[config.mk]
export PLATFORM = sky130hd
export DESIGN_NAME = dec_decode_ctl
export DESIGN_NICKNAME = d
export VERILOG_FILES = /design/src/hw/dec_pkg.sv /design/src/hw/dec_decode_ctl.sv
export SDC_FILE = /design/constraint.sdc
export NUM_CORES = 1
export LEC_CHECK = 0
export BUFFER_PORTS_ARGS = -buffer_cell sky130_fd_sc_hd__buf_2
export CAP_MARGIN = 40
export CORE_AREA = 4 4 140 142
export DETAILED_ROUTE_END_ITERATION = 8
export DIE_AREA = 0 0 144 146
export GPL_TIMING_DRIVEN = 0
export PLACE_DENSITY_LB_ADDON = 0.25
export SYNTH_ARGS = -nofsm -noshare
export SYNTH_HDL_FRONTEND = slang
export SYNTH_SLANG_ARGS = --single-unit
export TNS_END_PERCENT = 30
[constraint.sdc]
create_clock -name vclk -period 1.5
set_input_delay 0.15 -clock vclk [all_inputs]
set_output_delay 0.15 -clock vclk [all_outputs]
set_load 0.01 [all_outputs]
[src/hw/dec_pkg.sv]
//**************************************
// decode package
// widths, RV32I major opcodes and the
// packets shared across the decode block
//**************************************

package dec_pkg;

   localparam int XLEN       = 32;                      // integer data width
   localparam int GPR_ADDR_W = 5;                       // x0..x31

   //**************************************
   // major opcodes, instr[6:0]
   //**************************************
   localparam logic [6:0] OPC_LUI    = 7'b0110111;
   localparam logic [6:0] OPC_AUIPC  = 7'b0010111;
   localparam logic [6:0] OPC_JAL    = 7'b1101111;
   localparam logic [6:0] OPC_JALR   = 7'b1100111;
   localparam logic [6:0] OPC_BRANCH = 7'b1100011;
   localparam logic [6:0] OPC_LOAD   = 7'b0000011;
   localparam logic [6:0] OPC_STORE  = 7'b0100011;
   localparam logic [6:0] OPC_OP_IMM = 7'b0010011;
   localparam logic [6:0] OPC_OP     = 7'b0110011;

   //**************************************
   // packets
   //**************************************

   // one fetched instruction
   typedef struct packed {
      logic         valid;
      logic [31:0]  instr;
      logic [31:1]  pc;                                  // halfword aligned pc
   } fetch_pkt_t;

   // one decoded instruction
   typedef struct packed {
      logic                  valid;                      // issued this cycle
      logic                  legal;                      // known opcode
      logic [GPR_ADDR_W-1:0] rs1;
      logic                  rs1_en;
      logic [GPR_ADDR_W-1:0] rs2;
      logic                  rs2_en;
      logic [GPR_ADDR_W-1:0] rd;
      logic                  rd_en;                      // never set for x0
      logic [XLEN-1:0]       imm;                        // format immediate
      logic [31:1]           pc;
      logic [31:0]           instr;
   } dec_pkt_t;

   // one register write
   typedef struct packed {
      logic                  en;
      logic [GPR_ADDR_W-1:0] addr;
      logic [XLEN-1:0]       data;
   } wb_pkt_t;

   // one retiring instruction
   typedef struct packed {
      logic         valid;
      logic [31:0]  instr;
      logic [31:1]  pc;
   } retire_pkt_t;

   // trace port, slot 1 in the upper halves
   typedef struct packed {
      logic [1:0]   valid;                               // bit 0 is slot 0
      logic [63:0]  insn;
      logic [63:0]  addr;                                // pc with bit 0 zero
   } trace_pkt_t;

endpackage

[src/hw/dec_decode_ctl.sv]
//**************************************
// decode control
// RV32I field and immediate decode for
// both head slots, single or dual issue
//**************************************

module dec_decode_ctl (
   input  dec_pkg::fetch_pkt_t ib_head0,
   input  dec_pkg::fetch_pkt_t ib_head1,
   input  logic                dec_stall,                // hold everything
   output logic [1:0]          issue_cnt,                // entries to pop
   output dec_pkg::dec_pkt_t   dec_i0_pkt,
   output dec_pkg::dec_pkt_t   dec_i1_pkt
);

   dec_pkg::dec_pkt_t d0;                                // raw slot 0 decode
   dec_pkg::dec_pkt_t d1;                                // raw slot 1 decode
   logic              raw_hit;                           // slot 1 reads slot 0 rd
   logic              i0_go;
   logic              i1_go;

   //**************************************
   // per-slot decode
   //**************************************
   function automatic dec_pkg::dec_pkt_t decode_slot(input dec_pkg::fetch_pkt_t f);
      dec_pkg::dec_pkt_t d;
      logic [31:0]       i;
      i       = f.instr;
      d       = '0;
      d.valid = f.valid;
      d.pc    = f.pc;
      d.instr = i;
      d.rs1   = i[19:15];                                // raw fields always
      d.rs2   = i[24:20];
      d.rd    = i[11:7];
      d.legal = 1'b1;
      case (i[6:0])
         dec_pkg::OPC_LUI, dec_pkg::OPC_AUIPC: begin
            d.rd_en = 1'b1;
            d.imm   = {i[31:12], 12'b0};                 // U
         end
         dec_pkg::OPC_JAL: begin
            d.rd_en = 1'b1;
            d.imm   = {{11{i[31]}}, i[31], i[19:12], i[20], i[30:21], 1'b0}; // J
         end
         dec_pkg::OPC_JALR, dec_pkg::OPC_LOAD, dec_pkg::OPC_OP_IMM: begin
            d.rd_en  = 1'b1;
            d.rs1_en = 1'b1;
            d.imm    = {{20{i[31]}}, i[31:20]};          // I
         end
         dec_pkg::OPC_BRANCH: begin
            d.rs1_en = 1'b1;
            d.rs2_en = 1'b1;
            d.imm    = {{19{i[31]}}, i[31], i[7], i[30:25], i[11:8], 1'b0}; // B
         end
         dec_pkg::OPC_STORE: begin
            d.rs1_en = 1'b1;
            d.rs2_en = 1'b1;
            d.imm    = {{20{i[31]}}, i[31:25], i[11:7]}; // S
         end
         dec_pkg::OPC_OP: begin
            d.rd_en  = 1'b1;
            d.rs1_en = 1'b1;
            d.rs2_en = 1'b1;                             // no immediate
         end
         default: begin
            d.legal = 1'b0;                              // enables stay low
         end
      endcase
      d.rd_en = d.rd_en & (d.rd != '0);                  // x0 writes are no-ops
      return d;
   endfunction

   assign d0 = decode_slot(ib_head0);
   assign d1 = decode_slot(ib_head1);

   //**************************************
   // issue
   //**************************************
   assign raw_hit = d0.rd_en & ((d1.rs1_en & (d1.rs1 == d0.rd)) |
                                (d1.rs2_en & (d1.rs2 == d0.rd)));

   assign i0_go = d0.valid & ~dec_stall;
   assign i1_go = i0_go & d1.valid & ~raw_hit;           // in order behind slot 0

   assign issue_cnt = {1'b0, i0_go} + {1'b0, i1_go};

   always_comb begin
      dec_i0_pkt       = d0;
      dec_i0_pkt.valid = i0_go;
      dec_i1_pkt       = d1;
      dec_i1_pkt.valid = i1_go;
   end

endmodule

Yosys cells after proc, flatten, opt, wreduce, memory -nomap -nowiden
Index checks and enable logic that the tools add are counted.

storage, ports and cells
  flip-flop bits (word level) = 0
  output and inout bits = 232

cells by class
  reduce and logical (&&, ||, !) cells = 14
  $add $sub $neg = 1
  bitwise logic cells = 11
  eq/ne operators = 20
  multiplexer cells = 10

operators by type and width
  operator                                                         count
  32-bit case mux with 5 select lines                              2
  7-bit by 6-bit == test with 1-bit output, second input constant  6
  7-bit == test, second input constant                             6
  7-bit by 5-bit == test with 1-bit output, second input constant  4
  9-bit OR reduction                                               2
  7-bit by 2-bit == test with 1-bit output, second input constant  2
  7-bit OR reduction                                               2
  3-bit OR reduction                                               4
  6-bit OR reduction                                               2
  5-bit == test                                                    2
  5-bit nonzero test                                               2
  1-bit bitwise AND                                                8
  1-bit two-way mux                                                8
  2-bit OR reduction                                               2
  1-bit by 1-bit adder with 2-bit output                           1
  1-bit NOT                                                        2
  1-bit OR                                                         1

Longest topological paths before layout
Gate-level depths: netlist (run 1).

  word-level depth = 9
  gate-level depth with buffers = 8
  mapped depth without buffers = 6

Least setup slack after synthesis (run 1)
No wires, ideal clock.

  path type = input-to-output
  start = in ib_head0[33] (netlist bit)
  end = out issue_cnt[0]
  setup slack = -70 ps
  stages = 6
  arrival time = 1420 ps
  cell sequence = clkbuf_1 nand3_1 o32ai_2 o22a_1 a21oi_1 ha_1

RTL lines
  element          line                  text
  start, declared  dec_decode_ctl.sv:8   input dec_pkg::fetch_pkt_t ib_head0,
  end, declared    dec_decode_ctl.sv:11  output logic [1:0] issue_cnt,

==> flow_metrics.py, run 1 <==
metrics = {
    "die": {
        "initial_core_util_pct": 12.67,
        "die_w_um": 144,
        "core-area_um2": 18460,
        "rows": 50,
        "die_height_um": 146,
        "ioPinCount": 361,
        "die_area_um2": 21020,
    },
    "cells_and_area": {
        "syn_to_final_growth_pct": 102.7,
        "instances_no_fill": 884,
        "nNetsFinal": 782,
        "nClkBuffers": 0,
        "antenna_cells": 0,
        "n_sequential_cell": 0,
        "drive_above_1_share_pct": 79.69,
        "final_area_um2": 4741,
        "regArea_um2": 0,
        "fillerInstances": 2062,
    },
    "synthesis": {
        "ys_top_cells_by_area": "buf_4, a21o_1, a22o_1, and2_1, xor2_1",
        "postSynthCellCount": 326,
        "synth-seq-area-share_pct": 0,
        "syn_area_per_cell_um2": 7.173,
        "yosysWarningCount": 0,
        "netlist_area_um2": 2338,
        "synth_area_leader_cell": "buf_4",
        "syn-num-nets": 456,
        "synth.top_cell.area_share_pct": 51.04,
        "ys_types": 42,
    },
    "drt": {
        "routed-via-count": 3170,
        "vias_per_cell": 3.586,
        "wl_per_cell_um": 13.42,
        "antenna_left": 0,
        "wl_mm": 11.87,
        "dr.pass1.iters": 4,
        "route.detailed.drc": 0,
        "drtIter0Drc": 47,
    },
    "timing": {
        "fin_ws_ns": -0.2881,
        "hold_viol": 0,
        "slew_headroom_pct": 75.64,
        "hold_slack_ns": 0.4839,
        "slew_violations": 0,
        "period_minus_slack_ns": 1.788,
        "worst_slew_pin_slew_ns": 0.3616,
        "min_period_over_period_pct": 119.2,
        "setup_viol": 57,
        "fmax_mhz": 559.2,
        "rsz0062_at_grt": "true",
    },
    "run_status": {
        "status": "complete, but fails checks",
        "violations": "negative setup slack",
    },
    "setup_path": {
        "cp.required_ns": 1.35,
        "cp_max_fo": 5,
        "cp-end-kind": "output pin",
        "crit_arrival_ns": 1.64,
        "critPathLaunchType": "input pin",
        "crit_type": "in2out",
    },
    "global_routing": {
        "grt_pass1_vias": 3097,
        "grt_pass1_wl_mm": 16.55,
        "groute.usage.overall_pct": 9.676,
        "antenna_found_initial": 0,
        "overflow": 0,
        "grt_max_degree": 11,
    },
    "worst_hold_path": {
        "holdCritStartpoint": "ib_head0[0]",
        "holdPathEnd": "dec_i0_pkt[32]",
        "min_path_cells": 2,
        "hold_path.class": "in2out",
    },
    "placement": {
        "hpwl_mm": 9.986,
        "place_area_um2": 4156,
        "routabilityCongestion": 0.7044,
        "placed_cells": 859,
        "place_ws_ns": -0.6524,
        "portBuffers": 299,
    },
    "clocking": {
        "ctsHoldBuffers": 0,
    },
    "power_and_ir_drop": {
        "power_density_nw_per_um2": 244.9,
        "p_leak_nw": 3.038,
        "peakVddDrop_v": 0.00009421,
        "power_mw": 1.161,
    },
    "flow_run": {
        "cap_violations": 0,
    },
}
==> cells in the mapped netlist, drive strengths merged (2+ instances only) <==
master  count
or4         2
nand3       4
nor2b       4
and2       16
o22ai       2
inv         2
or2         4
or3         2
nor3b       3
a21o       38
buf       163
nor3        3
o21a        4
nand2       9
a21oi       5
clkbuf      4
o21ai       7
xor2       10
a211oi      2
a22o       10
a31oi       2
nand2b      2
nor2       14
==> stage by stage <==
step	utilization [%]	setup TNS, ns
finish	25.69	-9.712
global route	25.69	-13.86
CTS	24.25	-11.74
detailed placement	22.52	-25.56
global placement	22.52	-26.35
floorplan	-	-0.002746
==> timing repair <==
item / 4_1_cts / 5_1_grt
hold endpoints to repair: 0 / 0
pin swaps: 18 / 11
setup buffers: 16 / 10
cloned: 1 / 1
resized for setup: 51 / 39
setup endpoints to repair: 64 / 64
==> layout make-up <==
type	instances	area, µm²	share of cell area [%]
buffer	164	1254	26.44
tap	234	292.8	6.176
multi-input combinational	157	1234	26.02
timing repair buffer	327	1953	41.20
inverter	2	7.507	0.1584
==> worst max-delay path, stage by stage <==
cell       delay [ns]
buf_8            0.10
buf_6            0.11
nand3b_1         0.16
o32ai_4          0.14
buf_12           0.14
or2_4            0.23
and2_4           0.18
clkbuf_16        0.15
a21o_1           0.14
buf_2            0.13
==> report_power, final <==
part | total [mW] | internal [mW] | switching [mW]
clock | 0 | 0 | 0
combinational | 1.16 | 0.645 | 0.516
sequential | 0 | 0 | 0
==> layout by cell type (no fill, tap or decap), types with 2 or more instances in the layout <==
| master | synthesis | layout |
|---|---|---|
| nor3b_1 | 2 | 2 |
| or2_4 | 0 | 3 |
| inv_1 | 2 | 2 |
| xor2_1 | 10 | 10 |
| a21oi_1 | 5 | 2 |
| a22o_1 | 10 | 10 |
| nor2_1 | 14 | 12 |
| buf_6 | 3 | 30 |
| o21ai_0 | 7 | 5 |
| and2_4 | 2 | 4 |
| a31oi_1 | 2 | 2 |
| nand2b_1 | 2 | 2 |
| nand2_1 | 9 | 9 |
| nor2_4 | 0 | 2 |
| or3_1 | 2 | 2 |
| o21a_1 | 4 | 3 |
| buf_4 | 159 | 176 |
| nand3_1 | 4 | 2 |
| buf_12 | 0 | 4 |
| a211oi_1 | 2 | 2 |
| buf_8 | 0 | 3 |
| o21ai_1 | 0 | 2 |
| nor2b_1 | 4 | 2 |
| a21o_1 | 38 | 38 |
| or4_1 | 2 | 2 |
| and2_1 | 14 | 12 |
| buf_2 | 1 | 274 |
| a21oi_2 | 0 | 2 |
==> metal layers <==
metal,vias up,GRT usage [%],part of all wire [%]
li1,1592,-,-
met1,1352,10.92,37
met2,220,19.44,52
met3,6,1.577,11
met4,0,0.4708,0.62
met5,-,0,0
==> how the worst max path moves through the flow <==
stage | from | to | slack, ns | cells past startpoint
after floorplan | ib_head0[33] | issue_cnt[0] | -0.003 | 5
after global placement | ib_head0[32] | dec_i0_pkt[86] | -0.66 | 9
after CTS | ib_head1[35] | issue_cnt[0] | -0.31 | 8
after global routing | ib_head0[32] | issue_cnt[0] | -0.38 | 8
final | ib_head0[37] | dec_i0_pkt[83] | -0.29 | 10
after detailed placement | ib_head0[34] | dec_i0_pkt[85] | -0.65 | 8
==> logic make-up (layout without fill, tap and decap cells) <==
group / Yosys count / after routing / share of synthesized area [%]
buffers and inverters: 169 / 493 / 53.66
AOI/OAI and AO/OA: 75 / 75 / 23.60
and+or+nand+nor: 70 / 70 / 17.98
xor gates and xnor gates: 10 / 10 / 3.745
adders and majority gates: 1 / 1 / 0.5350
muxes: 1 / 1 / 0.4815
Power figures use the tool's default switching activity.
==> inputs of run 2 (changes only) <==
CELL_PAD_IN_SITES_DETAIL_PLACEMENT = 1   (was not set)
CELL_PAD_IN_SITES_GLOBAL_PLACEMENT = 1   (was not set)
CORE_AREA = 4 4 138 140   (was 4 4 140 142)
DIE_AREA = 0 0 142 144   (was 0 0 144 146)
==> flow_metrics.py, run 2 (synthesis gave the netlist of run 1 again) <==
metrics = {
    "cells_and_area": {
        "instances_no_fill": 874,
        "nClkBuffers": 0,
        "final_cell_mix": "buf_2, buf_4, a21o_1, buf_6, nor2_1",
        "nNetsFinal": 777,
        "n_sequential_cell": 0,
        "layout_commonest_cell": "buf_2",
        "drive_above_1_share_pct": 80.16,
        "regArea_um2": 0,
        "antenna_cells": 0,
        "final_area_um2": 4701,
        "syn_to_final_growth_pct": 101.0,
    },
    "drt": {
        "routed-via-count": 3303,
        "top_layer": "met4",
        "vias_per_cell": 3.779,
        "wl_per_cell_um": 15.05,
        "dr.pass1.iters": 4,
        "wl_met1_mm": 4.594,
        "met2_length_mm": 7.206,
        "drtIter0Drc": 34,
        "antenna_left": 0,
        "route.detailed.drc": 0,
        "met3_length_mm": 1.275,
        "wl_mm": 13.15,
    },
    "power_and_ir_drop": {
        "p_leak_nw": 3.018,
        "power_density_nw_per_um2": 247.9,
        "peakVddDrop_v": 0.0001068,
    },
    "timing": {
        "fmax_mhz": 561.0,
        "min_period_over_period_pct": 118.8,
        "hold_viol": 0,
        "setup_viol": 54,
        "fin_ws_ns": -0.2824,
        "slew_headroom_pct": 76.81,
        "slew_violations": 0,
        "worst_slew_pin_slew_ns": 0.3442,
        "period_minus_slack_ns": 1.782,
        "rsz0062_at_grt": "true",
    },
    "setup_path": {
        "slowest_delay_ns": 0.27,
        "crit_slowest_cell": "ha_1",
        "critPathLaunchType": "input pin",
        "cp-end-kind": "output pin",
        "crit_type": "in2out",
        "crit_arrival_ns": 1.63,
        "crit_start": "ib_head1[35]",
        "cp_max_fo": 3,
        "path_cells": "buf_8, nand4b_1, or2_4, o21a_1, o22ai_2, a21oi_2, ha_1, buf_2",
        "cp.required_ns": 1.35,
    },
    "clocking": {
        "ctsHoldBuffers": 0,
    },
    "global_routing": {
        "grt_pass1_wl_mm": 18.51,
        "grt_max_degree": 11,
        "groute.usage.overall_pct": 11.00,
        "overflow": 0,
        "antenna_found_initial": 0,
        "grt_pass1_vias": 3464,
    },
    "flow_run": {
        "cap_violations": 0,
    },
    "placement": {
        "portBuffers": 299,
        "placed_cells": 854,
        "place_ws_ns": -0.6035,
        "place_area_um2": 4150,
        "routabilityCongestion": 0.7667,
        "hpwl_mm": 11.28,
    },
    "die": {
        "initial_core_util_pct": 13.11,
        "die_height_um": 144,
        "ioPinCount": 361,
        "core-area_um2": 17840,
        "die_w_um": 142,
        "rows": 49,
        "die_area_um2": 20450,
    },
    "worst_hold_path": {
        "holdCritStartpoint": "ib_head1[1]",
        "hold_path.class": "in2out",
    },
    "run_status": {
        "violations": "negative setup slack",
        "status": "complete, but fails checks",
    },
}
run 2: cell count changes in the layout (fill, tap and decap cells not counted), moves of 2 or more:
cell	previous run	this run
nor2b_2	1	3
buf_6	30	27
buf_12	4	2
o21ai_1	2	0
buf_2	274	269
buf_4	176	179
run 2: final timing paths:
kind | endpoint | slack (ns) | cells past startpoint
setup / recovery | issue_cnt[0] | -0.28 | 8
hold / removal | dec_i1_pkt[33] | 0.48 | 2
run 2: through the flow:
stage | setup TNS, ns | hold slack [ns] | total power [mW] | utilization (%)
floorplan | -0.002746 | 0.3832 | 0.5915 | -
global placement | -23.27 | 0.4871 | 1.068 | 23.26
detailed placement | -25.14 | 0.4860 | 1.082 | 23.26
CTS | -10.80 | 0.4863 | 1.156 | 25.18
global route | -12.62 | 0.4903 | 1.268 | 26.35
finish | -7.650 | 0.4842 | 1.165 | 26.35
run 2: repair_timing:
item | CTS | global route
pin swaps | 19 | 16
resized for setup | 59 | 34
endpoints found under the setup margin | 64 | 69
endpoints found under the hold margin | 0 | 0
gates cloned | 1 | 1
buffers inserted | 15 | 5
run 2: layer usage:
| layer | global-route usage [%] | vias up |
|---|---|---|
| met2 | 22.66 | 196 |
| met3 | 2.447 | 4 |
| met1 | 11.80 | 1519 |
| met4 | 0.6061 | 0 |
| met5 | 0 | - |
| li1 | - | 1584 |
run 2: cell type report:
cell class / count / area [µm²]
Fill cell: 2251 / 13140
Timing Repair Buffer: 321 / 1892
Buffer: 165 / 1261
Multi-Input combinational cell: 157 / 1254
Tap cell: 229 / 286.5
Inverter: 2 / 7.507
run 2: worst max-delay path, delay by kind of cell:
kind | cells | cell delay [ns]
AO/OA/AOI/OAI | 3 | 0.50
adder cells (fa/ha/maj) | 1 | 0.27
buffers and inverters | 2 | 0.24
AND/OR/NAND/NOR | 2 | 0.47
run 2: where the power goes:
group          switching [mW]  total, mW  internal [mW]
clock network               0          0              0
registers                   0          0              0
logic                   0.525       1.17          0.641
