<file path="config.mk">
export PLATFORM = sky130hd
export DESIGN_NAME = dec_ib_ctl
export DESIGN_NICKNAME = d
export VERILOG_FILES = /design/src/hw/dec_pkg.sv /design/src/hw/dec_ib_ctl.sv
export SDC_FILE = /design/constraint.sdc
export NUM_CORES = 1
export LEC_CHECK = 0
export BUFFER_PORTS_ARGS = -buffer_cell sky130_fd_sc_hd__buf_2
export CORE_UTILIZATION = 55
export CTS_BUF_LIST = sky130_fd_sc_hd__clkbuf_8 sky130_fd_sc_hd__clkbuf_16
export CTS_CLUSTER_DIAMETER = 80
export DETAILED_ROUTE_END_ITERATION = 6
export MAX_ROUTING_LAYER = met4
export PLACE_DENSITY = 0.79
export REMOVE_ABC_BUFFERS = 1
export SKIP_LAST_GASP = 1
export SLEW_MARGIN = 30
export SYNTH_ARGS = -nofsm -noshare
export SYNTH_HDL_FRONTEND = slang
export SYNTH_SLANG_ARGS = --single-unit
</file>
<file path="constraint.sdc">
create_clock -name clk -period 6.24 [get_ports clk]
set_clock_uncertainty 0.15 [all_clocks]
set_input_delay 0.312 -clock clk [delete_from_list [all_inputs] [get_ports clk]]
set_output_delay 0.312 -clock clk [all_outputs]
set_load 0.01 [all_outputs]
</file>
<file path="src/hw/dec_pkg.sv">
//**************************************
// decode package
// widths, RV32I major opcodes and the
// packets shared across the decode block
//**************************************

package dec_pkg;

   localparam int XLEN       = 32;                      // integer data width
   localparam int GPR_ADDR_W = 5;                       // x0..x31

   //**************************************
   // major opcodes, instr[6:0]
   //**************************************
   localparam logic [6:0] OPC_LUI    = 7'b0110111;
   localparam logic [6:0] OPC_AUIPC  = 7'b0010111;
   localparam logic [6:0] OPC_JAL    = 7'b1101111;
   localparam logic [6:0] OPC_JALR   = 7'b1100111;
   localparam logic [6:0] OPC_BRANCH = 7'b1100011;
   localparam logic [6:0] OPC_LOAD   = 7'b0000011;
   localparam logic [6:0] OPC_STORE  = 7'b0100011;
   localparam logic [6:0] OPC_OP_IMM = 7'b0010011;
   localparam logic [6:0] OPC_OP     = 7'b0110011;

   //**************************************
   // packets
   //**************************************

   // one fetched instruction
   typedef struct packed {
      logic         valid;
      logic [31:0]  instr;
      logic [31:1]  pc;                                  // halfword aligned pc
   } fetch_pkt_t;

   // one decoded instruction
   typedef struct packed {
      logic                  valid;                      // issued this cycle
      logic                  legal;                      // known opcode
      logic [GPR_ADDR_W-1:0] rs1;
      logic                  rs1_en;
      logic [GPR_ADDR_W-1:0] rs2;
      logic                  rs2_en;
      logic [GPR_ADDR_W-1:0] rd;
      logic                  rd_en;                      // never set for x0
      logic [XLEN-1:0]       imm;                        // format immediate
      logic [31:1]           pc;
      logic [31:0]           instr;
   } dec_pkt_t;

   // one register write
   typedef struct packed {
      logic                  en;
      logic [GPR_ADDR_W-1:0] addr;
      logic [XLEN-1:0]       data;
   } wb_pkt_t;

   // one retiring instruction
   typedef struct packed {
      logic         valid;
      logic [31:0]  instr;
      logic [31:1]  pc;
   } retire_pkt_t;

   // trace port, slot 1 in the upper halves
   typedef struct packed {
      logic [1:0]   valid;                               // bit 0 is slot 0
      logic [63:0]  insn;
      logic [63:0]  addr;                                // pc with bit 0 zero
   } trace_pkt_t;

endpackage

</file>
<file path="src/hw/dec_ib_ctl.sv">
//**************************************
// instruction buffer
// circular queue, up to two pushes and
// two pops a cycle, oldest two at the head
//**************************************

module dec_ib_ctl #(
   parameter int IB_DEPTH = 4                            // even, 4 or more
) (
   input  logic                clk,
   input  logic                rst_n,
   input  logic                flush,                    // empties the queue
   input  dec_pkg::fetch_pkt_t fetch_i0,
   input  dec_pkg::fetch_pkt_t fetch_i1,
   input  logic [1:0]          issue_cnt,                // pops from decode
   output logic                ib_full,
   output dec_pkg::fetch_pkt_t ib_head0,
   output dec_pkg::fetch_pkt_t ib_head1
);

   localparam int PTR_W = $clog2(IB_DEPTH);
   localparam int CNT_W = $clog2(IB_DEPTH + 1);

   dec_pkg::fetch_pkt_t ib_q [IB_DEPTH];                 // queue storage

   logic [PTR_W-1:0] rd_ptr_q;
   logic [PTR_W-1:0] rd_ptr_d;
   logic [PTR_W-1:0] rd_ptr_p1;                          // second oldest
   logic [PTR_W-1:0] wr_ptr_q;
   logic [PTR_W-1:0] wr_ptr_d;
   logic [PTR_W-1:0] wr_ptr_p1;                          // slot 1 landing spot
   logic [CNT_W-1:0] cnt_q;
   logic [CNT_W-1:0] cnt_d;
   logic             push0;
   logic             push1;
   logic [1:0]       push_cnt;
   logic             full_q;

   // wrapping pointer add, depth need not be a power of two
   function automatic logic [PTR_W-1:0] ptr_add(input logic [PTR_W-1:0] ptr,
                                                 input logic [1:0]       n);
      logic [PTR_W:0] sum;
      sum = {1'b0, ptr} + (PTR_W + 1)'(n);
      if (sum >= (PTR_W + 1)'(IB_DEPTH)) begin
         sum = sum - (PTR_W + 1)'(IB_DEPTH);             // wrap
      end
      return sum[PTR_W-1:0];
   endfunction

   //**************************************
   // push / pop bookkeeping
   //**************************************
   // slot 1 only ever rides along with slot 0
   assign push0    = fetch_i0.valid & ~full_q & ~flush;
   assign push1    = fetch_i1.valid & fetch_i0.valid & ~full_q & ~flush;
   assign push_cnt = {1'b0, push0} + {1'b0, push1};

   assign rd_ptr_p1 = ptr_add(rd_ptr_q, 2'd1);
   assign wr_ptr_p1 = ptr_add(wr_ptr_q, 2'd1);

   assign rd_ptr_d = flush ? '0 : ptr_add(rd_ptr_q, issue_cnt);
   assign wr_ptr_d = flush ? '0 : ptr_add(wr_ptr_q, push_cnt);
   assign cnt_d    = flush ? '0 : cnt_q - CNT_W'(issue_cnt) + CNT_W'(push_cnt);

   always_ff @(posedge clk) begin
      if (!rst_n) begin
         rd_ptr_q <= '0;
         wr_ptr_q <= '0;
         cnt_q    <= '0;
         full_q   <= 1'b0;
      end else begin
         rd_ptr_q <= rd_ptr_d;
         wr_ptr_q <= wr_ptr_d;
         cnt_q    <= cnt_d;
         full_q   <= (cnt_d > CNT_W'(IB_DEPTH - 2));     // under two free slots
      end
   end

   // storage writes, payload only
   always_ff @(posedge clk) begin
      if (push0) begin
         ib_q[wr_ptr_q] <= fetch_i0;
      end
      if (push1) begin
         ib_q[wr_ptr_p1] <= fetch_i1;
      end
   end

   //**************************************
   // head presentation
   //**************************************
   always_comb begin
      ib_head0       = ib_q[rd_ptr_q];
      ib_head0.valid = (cnt_q != '0);                    // valid from occupancy
      ib_head1       = ib_q[rd_ptr_p1];
      ib_head1.valid = (cnt_q > CNT_W'(1));
   end

   assign ib_full = full_q;

endmodule

</file>
Word level (Yosys, flattened, before mapping)
Memories as Yosys holds them, arrays and structs flattened. A register that Yosys moved wholly into a read port is not among the register bits.
Cells that the tools add are included.
- register bits after elaboration: 8
- bits in writable memories: 256
- output and inout bits: 129
- memories: 1
- add/subtract/negate cells: 11
- $lt $le $gt $ge: 6
- multiplexer cells: 10
- bitwise logic cells: 8
- reduce and logical (&&, ||, !) cells: 2
- memory list (memory ; depth ; bits a word ; read ports ; clocked after memory_dff ; write ports ; line ; RTL):
    ib_q ; 4 ; 64 ; 2 ; 1 ; 2 ; dec_ib_ctl.sv:24 ; dec_pkg::fetch_pkt_t ib_q [IB_DEPTH];
- operators by type and width (cell ; count):
    3-bit >= comparator (second input constant) ; 4
    2-bit 2-to-1 mux ; 5
    2-bit by 1-bit subtractor with 2-bit output (second input constant) ; 4
    2-bit by 1-bit adder with 3-bit output (second input constant) ; 2
    2-bit by 2-bit adder with 3-bit output ; 2
    1-bit bitwise AND ; 5
    1-bit 2-to-1 mux ; 4
    3-bit by 2-bit adder with 3-bit output ; 1
    3-bit by 1-bit greater-than comparator with 1-bit output (second input constant) ; 1
    3-bit by 2-bit greater-than comparator with 1-bit output (second input constant) ; 1
    3-bit 2-to-1 mux ; 1
    1-bit inverter ; 3
    3-bit nonzero test ; 1
    3-bit by 2-bit subtractor with 3-bit output ; 1
    1-bit by 1-bit adder with 2-bit output ; 1
    2-bit OR reduction ; 1

Depth between registers and ports, before layout
Gate-level depths: netlist of run 1.
- word-level depth: 7
- gate-level depth with buffers: 11
- gate-level depth less buffers: 11

Worst setup path before layout of run 1
Ideal clock, no wire load.
- kind: register -> register
- from: reg full_q (netlist: ib_full)
- to: mem ib_q[1][0] (netlist name), enable pin
- library setup time: 0.571 ns
- arrival: 5.030 ns
- required time: 5.519 ns
- path slack: 0.489 ns
- cell stages (with the launch flop): 4
- path buffers: 0
- clock period less this slack: 5.751 ns
- path through: dfxtp_1 > nor2_1 > nand2_1 > o21ai_0
- RTL lines (element ; line ; RTL):
    start, declared ; dec_ib_ctl.sv:37 ; logic full_q;
    start signal, assigned ; dec_ib_ctl.sv:75 ; full_q <= (cnt_d > CNT_W'(IB_DEPTH - 2));
    end, declared ; dec_ib_ctl.sv:24 ;

==> flow_metrics.tcl, run 1 <==
set metrics [dict create \
    status "finished, final reports clean" \
    syn_inst 740 \
    cap_violations 0 \
    slew_violations 0 \
    io_buffers 261 \
    synth.avg_cell_area_sq_um 19.7 \
    cp-start-kind "input port" \
    drc 0 \
    finalPower_w 0.00441 \
    grt_pass1_wl_mm 52.7 \
    grt_pass1_vias 9552 \
    setup_viol 0 \
    timing.slew.headroom 0.468 \
    arrival_ns 3.53 \
    cts_made_buffers 28 \
    p_switching_w 0.000987 \
    dieArea_sq_um 27200 \
    rows 59 \
    tightest_slew_ns 0.799 \
    die_y_um 165 \
    grtUsageTotal 0.265 \
    synth_seq_area_share 0.529 \
    fmax_mhz 293 \
    power_frac_comb 0.154 \
    hpwl_mm 20.6 \
    ios 262 \
    routed_via_density 5.92 \
    cts_sinks 260 \
    fin_nets 1328 \
    drt_iter0_markers 620 \
    wl_mm 35.2 \
    synth_top_area_frac 0.518 \
    ys_types 31 \
    postLayoutCellArea_sq_um 19100 \
    max_stage_delay_ns 0.71 \
    cellInternalPower_w 0.00343 \
    leakage_nw 7.36 \
    grtUsageMet3 0.0467 \
    seq_power_share 0.456 \
    path_delay_family "buffers and inverters" \
    crit_top_cell "buf_4" \
    endpoint_kind "flop" \
    period_minus_slack_ns 3.41 \
    grt.met2_usage 0.438 \
    dp_worst_setup_slack_ns 3.23 \
    layout_setup_ws_ns 2.83 \
    grt_use_met1 0.341 \
    synth-seq-cells 260 \
    grt_overflow_total 0 \
    final_hold_viol_count 0 \
    cts_tree "yes" \
    worstPathMaxFanout 36 \
    place.gp.congestion 0.749 \
    yosys-top-cells-area "edfxtp_1 (52%), mux4_2 (19%), mux2_4 (12%)" \
    syn_to_final_growth_pct 30.9 \
    antenna_left 0 \
    htreeDepth 1 \
    critical_path.cell_chain "dlygate4sd3_1 -> buf_2 -> nor4bb_1 -> buf_4 -> nand3b_1 -> buf_4 -> buf_4 -> mux2_4 -> dlygate4sd3_1" \
    critPathKind "input port to flop" \
    vias 9157 \
    fin_crit_sh 0.546 \
    dr.pass1.iters 5 \
    die-width_um 165 \
    fin_util 0.734 \
    netSwitchingFraction 0.224 \
    wl_per_cell_um 22.7 \
    grt_max_degree 73 \
    clockBufferDepth 3 \
    power_frac_clock 0.390 \
    post-cts-setup-buffers 0 \
    power.density_nw_per_um2 231 \
    clk_pin_slew_ns 0.06 \
    clk-insertion-delay-late_ns 0.53 \
    worst-path-buf-inv 6 \
    hp-class "input port to flop" \
    busiest_layer "met2" \
    grt_antenna_before_repair 2 \
    synth_top_area_cell "edfxtp_1" \
    ir_worst_vdd_v 0.000177 \
    dpl-instance-area_sq_um 16200 \
    root_buffer "clkbuf_16" \
    coreArea_sq_um 26100 \
    synth.cell_area_sq_um 14600 \
    yosys_warnings 0 \
    crit_path_top_delay_cell "buf_4" \
    start_util 0.561 \
    crit_required_ns 6.36 \
    rsz0062_at_grt "no" \
    final_layout_size_suffix_gt1_frac 0.539 \
]
[cell usage after synthesis]
| library cell | instances |
|---|---|
| and3_1 | 1 |
| nor2b_1 | 1 |
| or2_2 | 2 |
| inv_1 | 4 |
| xor2_1 | 3 |
| buf_8 | 6 |
| mux2_2 | 75 |
| a21oi_1 | 1 |
| and2_1 | 3 |
| mux2_1 | 59 |
| buf_6 | 15 |
| buf_1 | 1 |
| dfxtp_1 | 8 |
| nor4bb_1 | 1 |
| nor2_1 | 7 |
| mux2_4 | 118 |
| buf_4 | 4 |
| clkbuf_1 | 1 |
| o21ai_0 | 3 |
| xnor2_1 | 3 |
| a31o_2 | 1 |
| nand2_1 | 2 |
| nand3b_1 | 2 |
| fa_1 | 2 |
| or3_1 | 1 |
| buf_2 | 29 |
| nand2b_1 | 4 |
| edfxtp_1 | 252 |
| mux4_2 | 126 |
| nand2_2 | 1 |
| ha_1 | 4 |
[flip-flops by register name (all words and copies together), names as in the netlist]
signal,count
rd_ptr_q,2
ib_full,1
cnt_q,3
wr_ptr_q,2
ib_q,252
[per-stage QoR]
step	instances	setup TNS, ns	hold slack, ns
2_1_floorplan	684	-323.95	0.361
4_1_cts	1545	0	0.000843
5_1_grt	1548	0	0.0167
6_report	1548	0	0.0271
3_3_place_gp	1296	0	0.389
3_5_place_dp	1299	0	0.400
[what timing repair did]
action	4_1_cts	5_1_grt
gates resized for setup	0	0
hold buffers	194	0
hold endpoints to repair	257	0
[cells by family (layout without fill, tap and decap cells)]
logic type | after synthesis | in the layout | synth area share
multiplexers | 378 | 378 | 0.419
flip-flops | 260 | 260 | 0.529
buffers and inverters | 60 | 531 | 0.0312
AND/OR/NAND/NOR | 25 | 25 | 0.00959
adder cells (fa/ha/maj) | 6 | 6 | 0.00616
XOR/XNOR | 6 | 6 | 0.00360
AO/OA/AOI/OAI | 5 | 5 | 0.00197
other | 0 | 2 | 0
[final cells by class]
class | instances | area (sq um)
sequential | 260 | 7730
fill | 1564 | 6940
multi-input combinational | 420 | 6480
timing repair buffer | 475 | 3490
clock buffer | 34 | 795
tap | 335 | 419
clock inverter | 18 | 181
inverter | 4 | 15.0
antenna | 2 | 5.00
[path summary, 6_finish.rpt]
path,startpoint,end,slack [ns],cells after the start
hold reg to reg,cnt_q[2],cnt_q[2],0.42,2
hold / removal,fetch_i1[60],ib_q[3][60],0.03,2
setup / recovery,flush,ib_q[2][10],2.83,9
setup reg to reg,ib_full,ib_q[2][10],2.90,7
[power by group through the flow]
stage,Combinational [W],Clock (W),Sequential (W)
after floorplan,0.000353,0,0.00206
after global placement,0.000550,0,0.00205
after detailed placement,0.000564,0,0.00205
after CTS,0.000666,0.00175,0.00202
after global routing,0.000728,0.00181,0.00202
final,0.000679,0.00172,0.00201
[per-layer routing]
layer,routed length (um),up-vias
met5,0,-
met2,17800,344
li1,-,4015
met1,14100,4753
met3,2590,45
met4,643,0
[layout by cell type, fill, tap and decap left out, types with 3 or more instances in the layout]
cell / n
buf_4: 13
nand2b_1: 4
dfxtp_1: 6
clkinv_2: 4
buf_16: 3
xor2_1: 3
and2_1: 3
buf_2: 261
mux2_4: 118
mux2_1: 59
dlygate4sd3_1: 194
clkbuf_16: 29
nor2_1: 7
inv_1: 12
edfxtp_1: 252
mux4_2: 126
ha_1: 4
bufinv_16: 4
xnor2_1: 3
mux2_2: 75
o21ai_4: 3
clkbuf_8: 5
Note: power is estimated with default switching activity, not from simulation.
==> run 2, diff against run 1 <==
- clock period: 6.24 -> 3.15 ns (I/O delays scaled with it)
==> flow_metrics.tcl, run 2 (synthesis gave the netlist of run 1 again) <==
set metrics [dict create \
    status "finished, final reports clean" \
    dr_wl_met2_mm 18.3 \
    slew_violations 0 \
    vias 9248 \
    wl_met1_mm 13.8 \
    top_layer "met4" \
    cts_sinks 260 \
    antenna_left 0 \
    critPathKind "flop to flop" \
    start_util 0.561 \
    dieArea_sq_um 27200 \
    ctsResizeCount 0 \
    syn_to_final_growth_pct 31.8 \
    drt_iter0_markers 530 \
    fin_crit_sh 0.900 \
    grt_pass1_vias 9838 \
    endpoint_kind "flop" \
    place.gp.congestion 0.802 \
    tightest_slew_ns 0.953 \
    dr.pass1.iters 5 \
    largest-register "ib_q" \
    power.density_nw_per_um2 449 \
    hpwl_mm 20.9 \
    grt_pass1_wl_mm 53.7 \
    wl_mm 35.4 \
    tns_ns 0 \
    crit_required_ns 3.27 \
    dpl.cell_count 1308 \
    wl_met3_mm 2.45 \
    fmax_mhz 353 \
    timing.slew.headroom 0.362 \
    dp_worst_setup_slack_ns 0.653 \
    coreArea_sq_um 26100 \
    cts_made_buffers 29 \
    layout_setup_ws_ns 0.314 \
    top_regs "ib_q (252), cnt_q (3)" \
    period_minus_slack_ns 2.84 \
    grt_max_degree 64 \
    clk-insertion-delay-late_ns 0.53 \
    drc 0 \
    wl_per_cell_um 22.7 \
    hp-class "input port to flop" \
    cap_violations 0 \
    io_buffers 261 \
    layout_commonest_cell "buf_2" \
    root_buffer "clkbuf_16" \
    cp-start-kind "flop" \
    finalPower_w 0.00864 \
    routed_via_density 5.94 \
    rows 59 \
    largest_register_ffs 252 \
    leakage_nw 7.41 \
    grt_overflow_total 0 \
    final_hold_viol_count 0 \
    final_cell_mix "buf_2 (261), edfxtp_1 (252), dlygate4sd3_1 (195)" \
    fillerInstances 1533 \
    grtUsageTotal 0.269 \
    grt_antenna_before_repair 1 \
    arrival_ns 2.96 \
    ios 262 \
    worstPathMaxFanout 42 \
    die_y_um 165 \
    layout.cells.non_filler 1558 \
    setup_viol 0 \
    fin_nets 1339 \
    die-width_um 165 \
    htreeDepth 1 \
    final_layout_size_suffix_gt1_frac 0.541 \
    fin_hold_ws_ns 0.152 \
    ir_worst_vdd_v 0.000406 \
    clk_pin_slew_ns 0.06 \
    clockBufferDepth 3 \
    cts_tree "yes" \
    post-cts-setup-buffers 0 \
    rsz0062_at_grt "no" \
]
[run 2: worst paths after layout]
kind | from | cells after the start | endpoint | slack, ns
setup / recovery | ib_full | 6 | ib_q[0][55] | 0.31
hold / removal | fetch_i0[63] | 5 | wr_ptr_q[1] | 0.15
setup reg to reg | ib_full | 6 | ib_q[0][55] | 0.31
hold reg to reg | cnt_q[2] | 2 | cnt_q[2] | 0.47
[run 2: timing repair]
item | 4_1_cts | 5_1_grt
hold endpoints to repair | 260 | 0
hold buffers | 195 | 0
setup endpoints to repair | 0 | 0
[run 2: power breakdown]
part | switching [W] | internal, W | leakage, nW
Sequential | 0.0000665 | 0.00392 | 2.36
Clock | 0.00134 | 0.00196 | 0.480
Combinational | 0.000581 | 0.000781 | 4.57
Total | 0.00198 | 0.00666 | 7.41
[run 2: cell type report]
cell class                 instances  area [sq um]  area share
clock buffer                      31           753      0.0391
inverter                           4          15.0    0.000780
clock inverter                    22           183     0.00948
tap                              335           419      0.0218
antenna                            1          2.50    0.000130
sequential                       260          7730       0.402
timing repair buffer             485          3670       0.191
multi-input combinational        420          6480       0.337
[run 2: metal layers]
metal,global-route usage,up-vias
met4,0.0721,0
li1,-,4032
met5,-,-
met1,0.333,4779
met3,0.0485,65
met2,0.455,372
[run 2: stage by stage]
step / utilization / cell area [sq um]
6_report: 0.739 / 19300
5_1_grt: 0.739 / 19300
4_1_cts: 0.738 / 19200
3_5_place_dp: 0.627 / 16300
3_3_place_gp: 0.627 / 16300
2_1_floorplan: - / 14200
[run 2: critical path, stage by stage, from the launching register on]
cell           delay [ns]
dfxtp_1              0.33
nor4bb_1             0.29
buf_4                0.22
and3_4               0.32
buf_12               0.32
mux2_1               0.36
dlygate4sd3_1        0.57
==> run 3, diff against run 2 <==
- BUFFER_PORTS_ARGS: -buffer_cell sky130_fd_sc_hd__buf_2 -> -buffer_cell sky130_fd_sc_hd__clkbuf_2
==> flow_metrics.tcl, run 3 (synthesis gave the netlist of run 1 again) <==
set metrics [dict create \
    setup_viol 0 \
    cts_sinks 260 \
    hpwl_mm 21.5 \
    grt_pass1_wl_mm 54.6 \
    dr.pass1.iters 5 \
    wl_mm 35.7 \
    clk-insertion-delay-late_ns 0.54 \
    place.gp.congestion 0.774 \
    grt_max_degree 79 \
    die_y_um 165 \
    critPathLaunch "ib_full" \
    final_hold_viol_count 0 \
    root_buffer "clkbuf_16" \
    dieArea_sq_um 27200 \
    worstPathMaxFanout 41 \
    clk_pin_slew_ns 0.06 \
    crit_path_top_delay_cell "dlygate4sd3_1" \
    fin_crit_sh 0.901 \
    crit_required_ns 3.29 \
    critical_path.cell_chain "nor4bb_1 -> buf_4 -> and3_4 -> buf_12 -> mux2_1 -> dlygate4sd3_1" \
    dpl-instance-area_sq_um 16300 \
    cts_tree "yes" \
    ff2ff_path_depth 6 \
    routed_via_density 5.96 \
    ir_worst_vdd_v 0.000469 \
    dpl.cell_count 1310 \
    endpoint_kind "flop" \
    leakage_nw 7.44 \
    largest-register "ib_q" \
    fin_hold_ws_ns 0.0360 \
    rows 59 \
    htreeDepth 1 \
    wl_per_cell_um 23.0 \
    tns_ns 0 \
    critPathKind "flop to flop" \
    die-width_um 165 \
    coreArea_sq_um 26100 \
    grt_pass1_vias 9868 \
    hp-class "input port to flop" \
    rsz0062_at_grt "no" \
    cap_violations 0 \
    io_buffers 261 \
    layout_commonest_cell "clkbuf_2" \
    ios 262 \
    status "finished, final reports clean" \
    fin_nets 1339 \
    slew_violations 0 \
    drt_iter0_markers 619 \
    grtUsageTotal 0.274 \
    vias 9272 \
    largest_register_ffs 252 \
    top_regs "ib_q (252), cnt_q (3)" \
    postLayoutCellArea_sq_um 19100 \
    final_layout_size_suffix_gt1_frac 0.537 \
    power.density_nw_per_um2 446 \
    cts_made_buffers 28 \
    clockBufferDepth 3 \
    arrival_ns 2.97 \
    drc 0 \
    final_cell_mix "clkbuf_2 (261), edfxtp_1 (252), dlygate4sd3_1 (195)" \
    cp_num_cells 6 \
    fmax_mhz 352 \
    start_util 0.561 \
    period_minus_slack_ns 2.84 \
    grt_antenna_before_repair 1 \
    hold_buffers 195 \
    cp-start-kind "flop" \
    layout.cells.non_filler 1556 \
    r2r-start "ib_full" \
    r2r_setup_slack_ns 0.31 \
    grt_overflow_total 0 \
    path_delay_family "buffers and inverters" \
    tightest_slew_ns 0.799 \
    ctsResizeCount 0 \
    r2r-end "ib_q[0][32]" \
    antenna_left 0 \
    endpoint "ib_q[0][32]" \
    syn_to_final_growth_pct 30.9 \
    post-cts-setup-buffers 0 \
    worst-path-buf-inv 3 \
    max_stage_delay_ns 0.57 \
    fin_util 0.734 \
    timing.slew.headroom 0.467 \
]
## run 3: per-layer routing
| layer | track usage | up-vias | wire [um] |
|---|---|---|---|
| met4 | 0.0788 | 0 | 878 |
| li1 | - | 4043 | - |
| met3 | 0.0565 | 66 | 2500 |
| met5 | - | - | 0 |
| met2 | 0.455 | 386 | 18300 |
| met1 | 0.341 | 4777 | 14000 |
## run 3: worst reg2reg max path: cells and delay by family (launching register included)
family / cells / cell delay [ns]
flops: 1 / 0.32
buf+inv: 3 / 1.12
simple gates: 2 / 0.61
mux: 1 / 0.39
## run 3: power by group
group,leakage (nW),switching (W),internal [W]
logic,4.60,0.000591,0.000769
registers,2.36,0.0000602,0.00392
clock network,0.476,0.00131,0.00189
total,7.44,0.00196,0.00657
## run 3: worst min path at each step
| stage | from | to | slack, ns | depth (start not counted) |
|---|---|---|---|---|
| floorplan | fetch_i0[10] | ib_q[0][10] | 0.21 | 1 |
| global placement | fetch_i0[42] | ib_q[0][42] | 0.34 | 2 |
| detailed placement | fetch_i0[24] | ib_q[0][24] | 0.34 | 2 |
| CTS | fetch_i0[63] | ib_q[0][58] | 0.01 | 2 |
| global route | fetch_i0[63] | ib_q[0][58] | 0.02 | 2 |
| finish | fetch_i0[63] | ib_q[0][58] | 0.04 | 2 |
## run 3: area by class of cell
class	count	area, sq um
fill	1583	6930
sequential	260	7730
tap	335	419
antenna	1	2.50
clock buffer	29	726
inverter	4	15.0
multi-input combinational	420	6480
clock inverter	21	161
timing repair buffer	486	3590
## run 3: stage by stage
stage,worst slack (ns),power (W)
5_1_grt,0.212,0.00882
3_3_place_gp,0.703,0.00517
4_1_cts,0.348,0.00856
3_5_place_dp,0.558,0.00520
2_1_floorplan,-5.74,0.00479
6_report,0.312,0.00853
